### src/include/fdec_defines.svh
`ifndef FDEC_DEFINES_SVH
`define FDEC_DEFINES_SVH

// ==============================
// widths
// ==============================

`define VIR_REG_ADDR_WIDTH 6
`define FP_BANK_OFFSET     32 // float regs live above the 32 integer regs
`define IMM_WIDTH          12
`define FU_FUNC_WIDTH      5

// ==============================
// major opcodes
// ==============================

`define OPC_OP_FP    7'b1010011
`define OPC_MADD     7'b1000011
`define OPC_MSUB     7'b1000111
`define OPC_NMSUB    7'b1001011
`define OPC_NMADD    7'b1001111
`define OPC_LOAD_FP  7'b0000111
`define OPC_STORE_FP 7'b0100111

// format and memory width fields
`define FMT_S   2'b00
`define WIDTH_W 3'b010

// operand select codes of the functional unit
`define ALU_SEL_REG 2'b00
`define ALU_SEL_IMM 2'b01

`endif
### src/fdec_pkg.sv
`include "fdec_defines.svh"

package fdec_pkg;

typedef logic [31:0] instr_t;
typedef logic [4:0] reg_num_t; // architectural register number
typedef logic [`VIR_REG_ADDR_WIDTH-1:0] vreg_addr_t;
typedef logic [`IMM_WIDTH-1:0] imm_t;
typedef logic [`FU_FUNC_WIDTH-1:0] fu_func_t;
typedef logic [1:0] alu_sel_t;

// function codes of the functional unit
// 11, 12, 15 and 16 were the rv64 conversions and stay free
typedef enum logic [`FU_FUNC_WIDTH-1:0] {
	FOP_FADD      = 5'd0,
	FOP_FSUB      = 5'd1,
	FOP_FMUL      = 5'd2,
	FOP_FMIN      = 5'd3,
	FOP_FMAX      = 5'd4,
	FOP_FMADD     = 5'd5,
	FOP_FNMADD    = 5'd6,
	FOP_FMSUB     = 5'd7,
	FOP_FNMSUB    = 5'd8,
	FOP_FCVT_W_S  = 5'd9,
	FOP_FCVT_WU_S = 5'd10,
	FOP_FCVT_S_W  = 5'd13,
	FOP_FCVT_S_WU = 5'd14,
	FOP_FSGNJ     = 5'd17,
	FOP_FSGNJN    = 5'd18,
	FOP_FSGNJX    = 5'd19,
	FOP_FEQ       = 5'd20,
	FOP_FLT       = 5'd21,
	FOP_FLE       = 5'd22,
	FOP_FCLASS    = 5'd23,
	FOP_FMV_W_X   = 5'd24,
	FOP_FMV_X_W   = 5'd25,
	FOP_FDIV      = 5'd26,
	FOP_FSQRT     = 5'd27,
	FOP_FLW       = 5'd28,
	FOP_FSW       = 5'd29
} fop_t;

// shares code 0 with fadd, SHAPE_NONE tells them apart
localparam fop_t FOP_NONE = FOP_FADD;

typedef enum logic [3:0] {
	SHAPE_NONE  = 4'd0,
	SHAPE_FF_F  = 4'd1, // two float sources, float dest
	SHAPE_FFF_F = 4'd2, // fused multiply-add family
	SHAPE_F_F   = 4'd3, // fsqrt
	SHAPE_F_X   = 4'd4,
	SHAPE_X_F   = 4'd5,
	SHAPE_FF_X  = 4'd6, // compares
	SHAPE_LOAD  = 4'd7,
	SHAPE_STORE = 4'd8
} fshape_t;

// overlay of the instruction word
typedef struct packed {
	logic [4:0] funct5; // rs3 for the fused ops
	logic [1:0] fmt;
	reg_num_t rs2;
	reg_num_t rs1;
	logic [2:0] rm; // width field of flw/fsw
	reg_num_t rd;
	logic [6:0] opcode;
} fdec_fields_t;

typedef struct packed {
	fop_t op;
	fshape_t shape;
} fdec_ctrl_t;

typedef struct packed {
	logic uses_rs1;
	logic uses_rs2;
	logic uses_rs3;
	logic uses_rd;
	vreg_addr_t rs1_addr;
	vreg_addr_t rs2_addr;
	vreg_addr_t rs3_addr;
	vreg_addr_t rd_addr;
	imm_t imm;
	fu_func_t fu_function;
	alu_sel_t sel_a;
	alu_sel_t sel_b;
	alu_sel_t sel_c;
} fdec_out_t;

endpackage

### src/fdec_top.sv
`timescale 1ns/10ps

module fdec_top import fdec_pkg::*; (
	input  logic      clk_i,
	input  logic      rst_n_i,
	input  logic      instr_valid_i,
	input  instr_t    instr_i,
	output logic      dec_valid_o,
	output logic      is_float_o,
	output fdec_out_t dec_o
);

fdec_fields_t fields;
fdec_ctrl_t ctrl;
fdec_out_t dec;
logic is_float;

// ==============================
// decode
// ==============================

assign fields = fdec_fields_t'(instr_i);

fdec_classify i_fdec_classify (
	.fields_i (fields),
	.ctrl_o   (ctrl)
);

fdec_operands i_fdec_operands (
	.fields_i (fields),
	.ctrl_i   (ctrl),
	.dec_o    (dec)
);

assign is_float = (ctrl.shape != SHAPE_NONE);

// ==============================
// output register
// ==============================

always_ff @(posedge clk_i) begin
	if (!rst_n_i) begin
		dec_valid_o <= 1'b0;
		is_float_o <= 1'b0;
		dec_o <= '0;
	end else begin
		dec_valid_o <= instr_valid_i;
		// result holds between strobes
		if (instr_valid_i) begin
			is_float_o <= is_float;
			dec_o <= dec;
		end
	end
end

endmodule

### src/fdec_operands.sv
`timescale 1ns/10ps
`include "fdec_defines.svh"

module fdec_operands import fdec_pkg::*; (
	input  fdec_fields_t fields_i,
	input  fdec_ctrl_t   ctrl_i,
	output fdec_out_t    dec_o
);

// unused operands read as address 0
function automatic vreg_addr_t vaddr(input reg_num_t num, input logic used, input logic is_fp);
	vreg_addr_t base;
	base = vreg_addr_t'(num);
	if (!used)
		return '0;
	if (is_fp)
		return base + vreg_addr_t'(`FP_BANK_OFFSET);
	return base;
endfunction

logic rs1_fp;
logic rs2_fp;
logic rd_fp; // rs3 is always a float reg

// ==============================
// shape table
// ==============================

always_comb begin
	dec_o = '0;
	dec_o.sel_a = `ALU_SEL_IMM;
	dec_o.sel_b = `ALU_SEL_IMM;
	dec_o.sel_c = `ALU_SEL_IMM;
	rs1_fp = 1'b0;
	rs2_fp = 1'b0;
	rd_fp = 1'b0;

	case (ctrl_i.shape)
		SHAPE_FF_F, SHAPE_FF_X: begin
			dec_o.uses_rs1 = 1'b1;
			dec_o.uses_rs2 = 1'b1;
			dec_o.uses_rd = 1'b1;
			rs1_fp = 1'b1;
			rs2_fp = 1'b1;
			rd_fp = (ctrl_i.shape == SHAPE_FF_F); // compares write x regs
			dec_o.sel_a = `ALU_SEL_REG;
			dec_o.sel_b = `ALU_SEL_REG;
		end
		SHAPE_FFF_F: begin
			dec_o.uses_rs1 = 1'b1;
			dec_o.uses_rs2 = 1'b1;
			dec_o.uses_rs3 = 1'b1;
			dec_o.uses_rd = 1'b1;
			rs1_fp = 1'b1;
			rs2_fp = 1'b1;
			rd_fp = 1'b1;
			dec_o.sel_a = `ALU_SEL_REG;
			dec_o.sel_b = `ALU_SEL_REG;
			dec_o.sel_c = `ALU_SEL_REG;
		end
		SHAPE_F_F, SHAPE_F_X: begin
			dec_o.uses_rs1 = 1'b1;
			dec_o.uses_rd = 1'b1;
			rs1_fp = 1'b1;
			rd_fp = (ctrl_i.shape == SHAPE_F_F);
			dec_o.sel_a = `ALU_SEL_REG;
		end
		SHAPE_X_F: begin
			dec_o.uses_rs1 = 1'b1;
			dec_o.uses_rd = 1'b1;
			rd_fp = 1'b1;
			dec_o.sel_a = `ALU_SEL_REG;
		end
		SHAPE_LOAD: begin
			dec_o.uses_rs1 = 1'b1; // base address
			dec_o.uses_rd = 1'b1;
			rd_fp = 1'b1;
			dec_o.sel_a = `ALU_SEL_REG;
			dec_o.imm = {fields_i.funct5, fields_i.fmt, fields_i.rs2}; // i-form
		end
		SHAPE_STORE: begin
			dec_o.uses_rs1 = 1'b1;
			dec_o.uses_rs2 = 1'b1; // store data
			rs2_fp = 1'b1;
			dec_o.sel_a = `ALU_SEL_REG;
			dec_o.imm = {fields_i.funct5, fields_i.fmt, fields_i.rd}; // s-form
		end
		default: ;
	endcase

	dec_o.rs1_addr = vaddr(fields_i.rs1, dec_o.uses_rs1, rs1_fp);
	dec_o.rs2_addr = vaddr(fields_i.rs2, dec_o.uses_rs2, rs2_fp);
	dec_o.rs3_addr = vaddr(fields_i.funct5, dec_o.uses_rs3, 1'b1);
	dec_o.rd_addr = vaddr(fields_i.rd, dec_o.uses_rd, rd_fp);
	dec_o.fu_function = fu_func_t'(ctrl_i.op);
end

endmodule

### src/fdec_classify.sv
`timescale 1ns/10ps
`include "fdec_defines.svh"

module fdec_classify import fdec_pkg::*; (
	input  fdec_fields_t fields_i,
	output fdec_ctrl_t   ctrl_o
);

fdec_ctrl_t cand; // match on opcode/funct5 before the fmt and width checks
logic fmt_s;
logic width_w;
logic rs2_zero;
logic is_mem;

assign fmt_s = (fields_i.fmt == `FMT_S);
assign width_w = (fields_i.rm == `WIDTH_W);
assign rs2_zero = (fields_i.rs2 == 5'd0);

// ==============================
// instruction match
// ==============================

always_comb begin
	cand = '{FOP_NONE, SHAPE_NONE};
	case (fields_i.opcode)
		`OPC_MADD:     cand = '{FOP_FMADD, SHAPE_FFF_F};
		`OPC_MSUB:     cand = '{FOP_FMSUB, SHAPE_FFF_F};
		`OPC_NMSUB:    cand = '{FOP_FNMSUB, SHAPE_FFF_F};
		`OPC_NMADD:    cand = '{FOP_FNMADD, SHAPE_FFF_F};
		`OPC_LOAD_FP:  cand = '{FOP_FLW, SHAPE_LOAD};
		`OPC_STORE_FP: cand = '{FOP_FSW, SHAPE_STORE};
		`OPC_OP_FP: begin
			case (fields_i.funct5)
				5'b00000: cand = '{FOP_FADD, SHAPE_FF_F};
				5'b00001: cand = '{FOP_FSUB, SHAPE_FF_F};
				5'b00010: cand = '{FOP_FMUL, SHAPE_FF_F};
				5'b00011: cand = '{FOP_FDIV, SHAPE_FF_F};
				5'b01011: if (rs2_zero) cand = '{FOP_FSQRT, SHAPE_F_F};
				5'b00100: begin // sign injection
					case (fields_i.rm)
						3'b000: cand = '{FOP_FSGNJ, SHAPE_FF_F};
						3'b001: cand = '{FOP_FSGNJN, SHAPE_FF_F};
						3'b010: cand = '{FOP_FSGNJX, SHAPE_FF_F};
						default: ;
					endcase
				end
				5'b00101: begin
					case (fields_i.rm)
						3'b000: cand = '{FOP_FMIN, SHAPE_FF_F};
						3'b001: cand = '{FOP_FMAX, SHAPE_FF_F};
						default: ;
					endcase
				end
				5'b10100: begin // compares write an integer reg
					case (fields_i.rm)
						3'b010: cand = '{FOP_FEQ, SHAPE_FF_X};
						3'b001: cand = '{FOP_FLT, SHAPE_FF_X};
						3'b000: cand = '{FOP_FLE, SHAPE_FF_X};
						default: ;
					endcase
				end
				5'b11000: begin
					case (fields_i.rs2)
						5'd0: cand = '{FOP_FCVT_W_S, SHAPE_F_X};
						5'd1: cand = '{FOP_FCVT_WU_S, SHAPE_F_X};
						default: ; // l/lu forms are rv64 only
					endcase
				end
				5'b11010: begin
					case (fields_i.rs2)
						5'd0: cand = '{FOP_FCVT_S_W, SHAPE_X_F};
						5'd1: cand = '{FOP_FCVT_S_WU, SHAPE_X_F};
						default: ;
					endcase
				end
				5'b11100: begin
					if (rs2_zero && fields_i.rm == 3'b000)
						cand = '{FOP_FMV_X_W, SHAPE_F_X};
					else if (rs2_zero && fields_i.rm == 3'b001)
						cand = '{FOP_FCLASS, SHAPE_F_X};
				end
				5'b11110: begin
					if (rs2_zero && fields_i.rm == 3'b000)
						cand = '{FOP_FMV_W_X, SHAPE_X_F};
				end
				default: ;
			endcase
		end
		default: ;
	endcase
end

// loads and stores check the width field, everything else the format
assign is_mem = (cand.shape == SHAPE_LOAD) || (cand.shape == SHAPE_STORE);

always_comb begin
	ctrl_o = cand;
	if (is_mem ? !width_w : !fmt_s)
		ctrl_o = '{FOP_NONE, SHAPE_NONE};
end

endmodule

### config.mk
export PLATFORM = sky130hd
export DESIGN_NAME = fdec_top
export DESIGN_NICKNAME = d
export VERILOG_FILES = /design/src/fdec_pkg.sv /design/src/fdec_top.sv /design/src/fdec_operands.sv /design/src/fdec_classify.sv
export VERILOG_INCLUDE_DIRS = /design/src /design/src/include
export SDC_FILE = /design/constraint.sdc
export NUM_CORES = 1
export LEC_CHECK = 0
export ABC_AREA = 1
export ABC_CLOCK_PERIOD_IN_PS = 2000
export BUFFER_PORTS_ARGS = -buffer_cell sky130_fd_sc_hd__buf_2
export CORE_AREA = 4 4 82 84
export DETAILED_ROUTE_END_ITERATION = 10
export DIE_AREA = 0 0 86 88
export PLACE_DENSITY_LB_ADDON = 0.15
export SLEW_MARGIN = 20
export SYNTH_ARGS = -nofsm -noshare
export SYNTH_HDL_FRONTEND = slang
export SYNTH_SLANG_ARGS = --single-unit
### constraint.sdc
create_clock -name clk_i -period 2 [get_ports clk_i]
set_clock_uncertainty 0.2 [all_clocks]
set_input_delay 0.4 -clock clk_i [delete_from_list [all_inputs] [get_ports clk_i]]
set_output_delay 0.4 -clock clk_i [all_outputs]
set_load 0.03 [all_outputs]
# Yosys cells after proc, flatten, opt, wreduce, memory -nomap -nowiden
# Index checks and enable logic that the tools add are counted.
# word_totals
mem_bits_ro,0
in_bits,35
elab_cells,109
latchBits,0
memories,0
mem_bits_rw,0
ff_bits,53
output_inout_bits,53
# classes
n_bitwise,0
reduce_logical,18
div,0
n_mul,0
muxes,41
shift,0
add_sub_neg,4
eq_ne,31
magnitude_cmp,0
# ops
cell,count
$pmux 9 s12,1
$mux 6,12
$pmux 9 s7,1
$pmux 9 s3,2
$mux 9,5
$eq 7x7->1 const B,5
$pmux 8 s2,2
$eq 5x5->1 const B,5
$add 5x6->6 const B,4
$pmux 12 s2,1
$eq 4x3->1 const B,5
$mux 1,15
$pmux 7 s2,1
$eq 5x1->1 const B,2
$eq 5x2->1 const B,2
$eq 5x3->1 const B,2
$logic_not 5->1,2
$eq 4x2->1 const B,2
$eq 4x4->1 const B,2
$reduce_or 8->1,1
$eq 7x3->1 const B,1
$eq 7x6->1 const B,1
$reduce_or 7->1,1
$reduce_or 3->1,2
14 further kinds,17

# Logic depth before layout (Yosys ltp)
# Gate-level depths: netlist of the first run.
# logic_depth
depth_word,17
ltp_mapped,18
ltp_nobuf,18

# Cells and area by module
# A second synthesis of the first run with hierarchy kept.
# unflattened
cells_unflattened,484
hier_area_um2,3118.0
# by_module_without_submodules
module,seq_area_each_um2,area_per_inst_um2,cells_each,n_inst
fdec_top,1061.0,1860.5,231,1
fdec_classify,0.0,762.0,161,1
fdec_operands,0.0,495.5,92,1

# Worst setup path before layout of the first run
# OpenSTA, ideal clock, no wires.
# synth_timing
path_type,input to register
start,in instr_i[1]
end,reg dec_o[50] (netlist bit)
path_buffers,0
cell_stages,11
arrival_time_ps,1659
setup_time_ps,128
setup_slack_ps,14
required_time_ps,1672
cell_sequence,nand2_1 nor2_2 nand4_4 o21ai_4 nand2_2 nand2_1 inv_1 nand2_1 nand2_2 a21oi_1 nor2_1
# synth_via
elab_chain_cells,9
word_cells_on_any_way,23
classes_between,eq/ne (17); mux (4); reduce/logical (2)
# synth_lines
item,line,text
from (decl),fdec_top.sv:7,"input instr_t instr_i,"
"$eq 7x7->1, or another cell as far along",fdec_classify.sv:25,case (fields_i.opcode)
$pmux 9 s7 (*),fdec_classify.sv:25,
$eq 4x3->1 / $eq 4x4->1 (equally long branches),fdec_classify.sv:94,assign is_mem = (cand.shape == SHAPE_LOAD) || (cand.shape == SHAPE_STORE);
$logic_or 1x1->1,fdec_classify.sv:94,
$mux 1,fdec_classify.sv:98,if (is_mem ? !width_w : !fmt_s)
$mux 9 (*),fdec_classify.sv:98,
"$eq 4x3->1, or another cell as far along",fdec_operands.sv:38,case (ctrl_i.shape)
$reduce_or 8->1 (no source line) (*),-,
$mux 1 (*),fdec_operands.sv:38,
to (signal assigned),fdec_top.sv:45,dec_o <= '0;
to (signal assigned),fdec_top.sv:51,dec_o <= dec;
to (decl),fdec_top.sv:10,output fdec_out_t dec_o
# Every way passes the cells marked *; elsewhere a longest branch is shown, timed or not.
# A chain may end at the register's enable or synchronous reset.

# Worst setup path in the final report of the first run
# layout_timing
start,in instr_i[24]
end,reg dec_o[32] (netlist bit)
# layout_via
elab_chain_cells,13
word_cells_on_any_way,20
classes_between,eq/ne (4); mux (12); reduce/logical (4)
# layout_lines
item,line,text
$logic_not 5->1,"fdec_classify.sv:17, fdec_classify.sv:63, fdec_classify.sv:70",
$logic_and 1x1->1,fdec_classify.sv:79,else if (rs2_zero && fields_i.rm == 3'b001)
$mux 9,fdec_classify.sv:79,
$mux 9,fdec_classify.sv:77,if (rs2_zero && fields_i.rm == 3'b000)
$pmux 9 s12 (*),fdec_classify.sv:33,case (fields_i.funct5)
$pmux 9 s7 (*),fdec_classify.sv:25,
$eq 4x3->1 / $eq 4x4->1 (equally long branches),fdec_classify.sv:94,
$logic_or 1x1->1,fdec_classify.sv:94,
$mux 1,fdec_classify.sv:98,
$mux 9 (*),fdec_classify.sv:98,
$eq 4x2->1 (*),fdec_operands.sv:38,
$mux 1 (*),fdec_operands.sv:38,
$mux 6 (*),fdec_operands.sv:16,if (is_fp)
# Marks and branches as above.

==> results of run 1 <==
[worst max path at each step]
| stage | slack (ns) | depth (start not counted) | to |
|---|---|---|---|
| 2_1_floorplan | 0.01 | 11 | dec_o[50] |
| 4_1_cts | 0.01 | 14 | dec_o[31] |
| 3_5_place_dp | -0.30 | 14 | dec_o[31] |
| 6_report | 0.05 | 14 | dec_o[32] |
| 3_3_place_gp | -0.24 | 16 | dec_o[50] |
| 5_1_grt | -0.10 | 14 | dec_o[32] |
[worst min-delay path, cell delays in order]
cell and delay [ns]:
buf_2 0.09, nand2_1 0.05, a21oi_1 0.05
[timing repair]
action | CTS | global route
endpoints found under the setup margin | 0 | 35
buffers inserted | 0 | 5
resized for setup | 0 | 48
[power groups by stage]
stage | Sequential, mW | Clock [mW] | Combinational (mW)
4_1_cts | 0.967 | 0.600 | 0.287
3_3_place_gp | 0.989 | 0 | 0.284
2_1_floorplan | 1.01 | 0 | 0.124
3_5_place_dp | 0.989 | 0 | 0.286
5_1_grt | 0.968 | 0.639 | 0.344
6_report | 0.967 | 0.587 | 0.314
[through the flow]
step | cell area, sq um | power, mW | setup TNS (ns) | cells | worst slack [ns]
after detailed placement | 3570 | 1.28 | -8.91 | 604 | -0.302
after global placement | 3570 | 1.27 | -6.93 | 604 | -0.244
final | 3850 | 1.87 | 0 | 616 | 0.0450
after floorplan | 2610 | 1.13 | 0 | 394 | 0.0138
after global routing | 3850 | 1.95 | -0.866 | 616 | -0.101
after CTS | 3660 | 1.85 | 0 | 611 | 0.0117
[Yosys cell counts, drive strengths merged]
library cell	instances
nand4	12
conb	1
buf	8
clkinv	1
nor2	45
o22ai	1
nand3	35
a31oi	3
nand3b	1
clkbuf	10
a21o	1
dfxtp	48
a21oi	44
and2	1
o2111ai	1
o211ai	3
o31ai	1
nand2	119
inv	40
a22oi	2
a211oi	1
nor3	7
o21ai	6
and3	1
[registers in the layout (all words and copies together) (netlist names)]
signal and flops:
dec_valid_o 1, dec_o 46, is_float_o 1
[layer usage]
metal / global-route usage [%] / routed length (um) / up-vias
met5: 0 / 0 / -
met2: 32.2 / 3570 / 96
met3: 4.42 / 659 / 9
met1: 27.6 / 3470 / 1333
li1: - / - / 1569
met4: 6.19 / 129 / 0
[layout make-up]
type / instances / area [sq um]
clock inverters: 1 / 8.76
fillers: 575 / 2070
repair buffers: 158 / 1010
clock buffers: 6 / 82.6
flip-flops and latches: 48 / 961
inverters: 41 / 154
well taps: 75 / 93.8
multi-input cells: 287 / 1540
[logic make-up (layout without fill, tap and decap cells)]
kind of cell | Yosys count | count (layout) | share of synthesized area, %
other | 1 | 3 | 0.144
AND/OR/NAND/NOR | 221 | 221 | 39.9
buffers and inverters | 59 | 206 | 9.41
AO/OA/AOI/OAI | 63 | 63 | 13.6
flip-flops | 48 | 48 | 36.9
==> results.toml, run 1 <==
[outcome]
status = "complete, no violations"

[final_layout]
mostFrequentLayoutCells = "99 x nand2_1, 81 x buf_2, 72 x buf_4, 48 x dfxtp_1, 39 x a21oi_1"
antennaDiodeCount = 0
final_nets = 576
area_growth_pct = 47.6
fin_util_pct = 65.0
drive_above_1_share_pct = 43.3
final_common_cell = "nand2_1"

[setup_path]
r2r_slack_ns = 1.10
cp_data_arrival_time_ns = 1.99
slowest_delay_ns = 0.20
crit_fanout = 6
cp_num_buf_inv = 4
r2r-end = "dec_o[11]"
path_common_cell = "nand2_2"
cp_slowest_cell = "nor3_2"
critPathTopFamily = "simple AND/OR/NAND/NOR gates"
crit_chain = "buf_2, nor2_2, inv_1, nor2_4, nand2_2, nand2_2, nand2_2, nand3_2, buf_6, nand4_1, nor3_2, buf_4, nand2_1, a21oi_1"
reg2reg_depth = 2
crit_start = "instr_i[24]"
path_class = "input pin to register"
cp.required_ns = 2.03
regToRegStartpoint = "dec_o[11]"
critPathLaunchType = "input pin"
endpoint_kind = "register"

[synth]
syn-cell-area_sq_um = 2610
synth_area_leaders = "dfxtp_1 37%, nand2_1 15%, a21oi_1 8.4%"
seq_area_frac_synth_pct = 36.9
yosys.area.top_type = "dfxtp_1"
synth_top_cell_area_share_pct = 36.9
synthCells = 392
avgSynthCellArea_sq_um = 6.65
yosys_warnings = 0
ys_ff_latch = 48
synth_cell_types = 35

[timing]
slew_violations = 0
max_freq_mhz = 512
finalCritPeriodShare_pct = 97.7
worst_hold_slack_ns = 0.135
finalSetupViolations = 0
hold_viol_final = 0
fin_crit_ns = 1.95
rsz0062_at_grt = "yes"

[die]
fp-row-count = 28
start_util_pct = 44.0
io_pins = 88
die-area_sq_um = 7570
core_sq_um = 5920
die_w_um = 86
die_y_um = 88

[hold_path]
hold_depth = 3
min_to = "dec_o[44]"
hp-class = "input pin to register"
hp-start = "instr_i[18]"

[drt]
drcViolationCount = 0
routedWlPerCell_um = 12.7
via_per_inst = 4.88
vias = 3007
antenna_left = 0
totalWireLength_um = 7830
dr.pass1.iters = 4
drt_iter0_drc = 117

[power]
comb_power_share_pct = 16.8
power_frac_seq_pct = 51.7
p_sw_mw = 0.503
p_int_mw = 1.37
p_leak_nw = 1.89
power_density_nw_per_um2 = 486
ir_drop_mv = 0.303
power_frac_clock_pct = 31.5
swShare_pct = 26.9

[place]
hpwlAfterDp_um = 6150
io_buffers = 84
routabilityCongestion = 0.910

[clock_network]
clockBufferDepth = 2
cts_hold_buf = 0
clk_pin_slew_ns = 0.08
cts_buffers = 5
cts_tree = "built"
clock-sinks = 48
root_buffer = "clkbuf_8"
htree_num_levels = 2
clk_latency_ns = 0.30

[grt]
grt_max_degree = 27
grt_pass1_vias = 2731
grt_overflow_total = 0
antenna_found_initial = 0
grt_usage_pct = 20.3
grt_pass1_wl_um = 12400

[job]
drv_cap = 0
No activity file was read; power rests on OpenSTA's default activity.
==> run 2: changes to the inputs <==
CELL_PAD_IN_SITES_DETAIL_PLACEMENT = 1   (was default)
CELL_PAD_IN_SITES_GLOBAL_PLACEMENT = 2   (was default)
CORE_AREA = 4 4 112 114   (was 4 4 82 84)
CTS_CLUSTER_DIAMETER = 100   (was default)
DIE_AREA = 0 0 116 118   (was 0 0 86 88)
RECOVER_POWER = 25   (was default)
==> run 2 against run 1 <==
  * Core utilization shrank 27 points
  * Sequential share of layout area shrank 2.9 points
  * Cell area grew 13%
  * Total power grew 25%
  * Clock power grew 72%
  * The flow now finishes with violations (setup timing)
  * Routed wire length grew 33%
  * Combinational power grew 14%
  * Non-clock buffer count grew 20
  * Count of clock-buffer cells in the layout grew 1
==> results.toml, run 2 (same netlist as run 1, synthesis figures left out) <==
[place]
hpwlAfterDp_um = 8080
dpl_cell_area_sq_um = 3690
routabilityCongestion = 0.899
placedCellCount = 679
io_buffers = 84

[setup_path]
cp_data_arrival_time_ns = 2.00
cp.required_ns = 1.99
critPathLaunchType = "input pin"
path_class = "input pin to register"
endpoint_kind = "register"
crit_fanout = 6

[final_layout]
top_regs = "dec_o (46), dec_valid_o (1), is_float_o (1)"
mostFrequentLayoutCells = "92 x buf_4, 88 x nand2_1, 56 x buf_2, 48 x dfxtp_1, 33 x a21oi_1"
drive_above_1_share_pct = 47.6
area_growth_pct = 66.8
fillers = 1468
final_common_cell = "buf_4"
largest-register = "dec_o"
largest_register_ffs = 46
fin_cells = 706
final_nets = 597
design_area_sq_um = 4350
antennaDiodeCount = 0
fin_util_pct = 38.1

[drt]
drcViolationCount = 0
dr.pass1.iters = 4
routedWlPerCell_um = 14.7
drt_iter0_drc = 136
vias = 3201
antenna_left = 0
totalWireLength_um = 10400
via_per_inst = 4.53

[die]
die-area_sq_um = 13700
start_util_pct = 22.8
die_y_um = 118
core_sq_um = 11400
die_w_um = 116
fp-row-count = 39
io_pins = 88

[clock_network]
clk_pin_slew_ns = 0.07
htree_num_levels = 2
clk_latency_ns = 0.28
cts_tree = "built"
clock-sinks = 48
root_buffer = "clkbuf_16"
cts_buffers = 5
clockBufferDepth = 2

[timing]
layout_setup_ws_ns = -0.0132
max_freq_mhz = 497
finalCritPeriodShare_pct = 101
worst_hold_slack_ns = 0.157
worst_pin_slew_ns = 0.506
fin_crit_ns = 2.01
slew_violations = 0
hold_viol_final = 0
rsz0062_at_grt = "yes"
maxSlewHeadroom_pct = 66.2
finalSetupViolations = 2

[grt]
grt_max_degree = 29
grt_usage_pct = 14.6
grt_overflow_total = 0
grt_pass1_wl_um = 16200
antenna_found_initial = 0
grt_pass1_vias = 3220

[power]
power_density_nw_per_um2 = 538
power_mw = 2.34
ir_drop_mv = 0.287
p_leak_nw = 2.04

[hold_path]
hp-class = "input pin to register"

[outcome]
status = "complete, but fails checks"
violations = "setup timing"

[job]
drv_cap = 0
-- run 2: cell count changes in the layout (fill, tap and decap cells not counted), moves of 5 or more --
cell       before  now
buf_2          81   56
buf_4          72   92
clkbuf_1        0   18
nand2_1        99   88
nand2_4         3   11
a21oi_1        39   33
a21oi_2         5   11
buf_6           2    8
clkbuf_16       0    5
nor2_1         25   20
-- run 2: layout make-up --
class	instances	area [sq um]	area share (%)
clock buffer	7	153	3.51
clock inverter	1	30.0	0.691
inverter	41	161	3.71
multi-input combinational	288	1700	39.1
sequential	48	961	22.1
tap	143	179	4.12
timing repair buffer	178	1170	26.8
-- run 2: where the power goes --
group | internal (mW) | switching (mW)
sequential | 0.964 | 0.00405
clock | 0.658 | 0.352
combinational | 0.144 | 0.215
total | 1.77 | 0.571
-- run 2: critical path: stages --
cell	delay [ns]
buf_8	0.10
nor2_4	0.11
nand2_2	0.07
nor2_4	0.18
nand2_2	0.08
nor2_2	0.13
nor2_1	0.07
nand2_1	0.07
nand2_2	0.09
nand4_1	0.17
nor2_1	0.08
nor2_2	0.15
nand2_4	0.10
nand2_2	0.07
nand2_2	0.05
nand2_2	0.04
inv_1	0.03
-- run 2: path summary, 6_finish.rpt --
check | from | cells after the start | end | slack [ns]
max | instr_i[22] | 17 | dec_o[40] | -0.01
min | instr_i[19] | 3 | dec_o[45] | 0.16
max reg2reg | dec_o[11] | 2 | dec_o[11] | 1.11
min reg2reg | dec_o[27] | 2 | dec_o[27] | 0.27
-- run 2: routing by layer --
metal,wire (um),vias up,track usage (%)
li1,-,1613,-
met1,4750,1509,20.0
met2,5050,71,23.9
met3,474,8,1.95
met4,130,0,3.41
met5,0,-,0
-- run 2: through the flow --
step / TNS [ns] / setup WS (ns)
final: -0.0239 / -0.0132
after global routing: -1.78 / -0.171
after global placement: -9.97 / -0.348
after CTS: -0.0135 / -0.0135
after detailed placement: -11.63 / -0.376
after floorplan: 0 / 0.0138
-- run 2: timing repair --
action / 4_1_cts / 5_1_grt
gates resized for setup: 6 / 102
endpoints found under the setup margin: 18 / 39
setup buffers: 5 / 13
gates cloned: 1 / 0
pin swaps: 5 / 39
hold buffers: 0 / 0
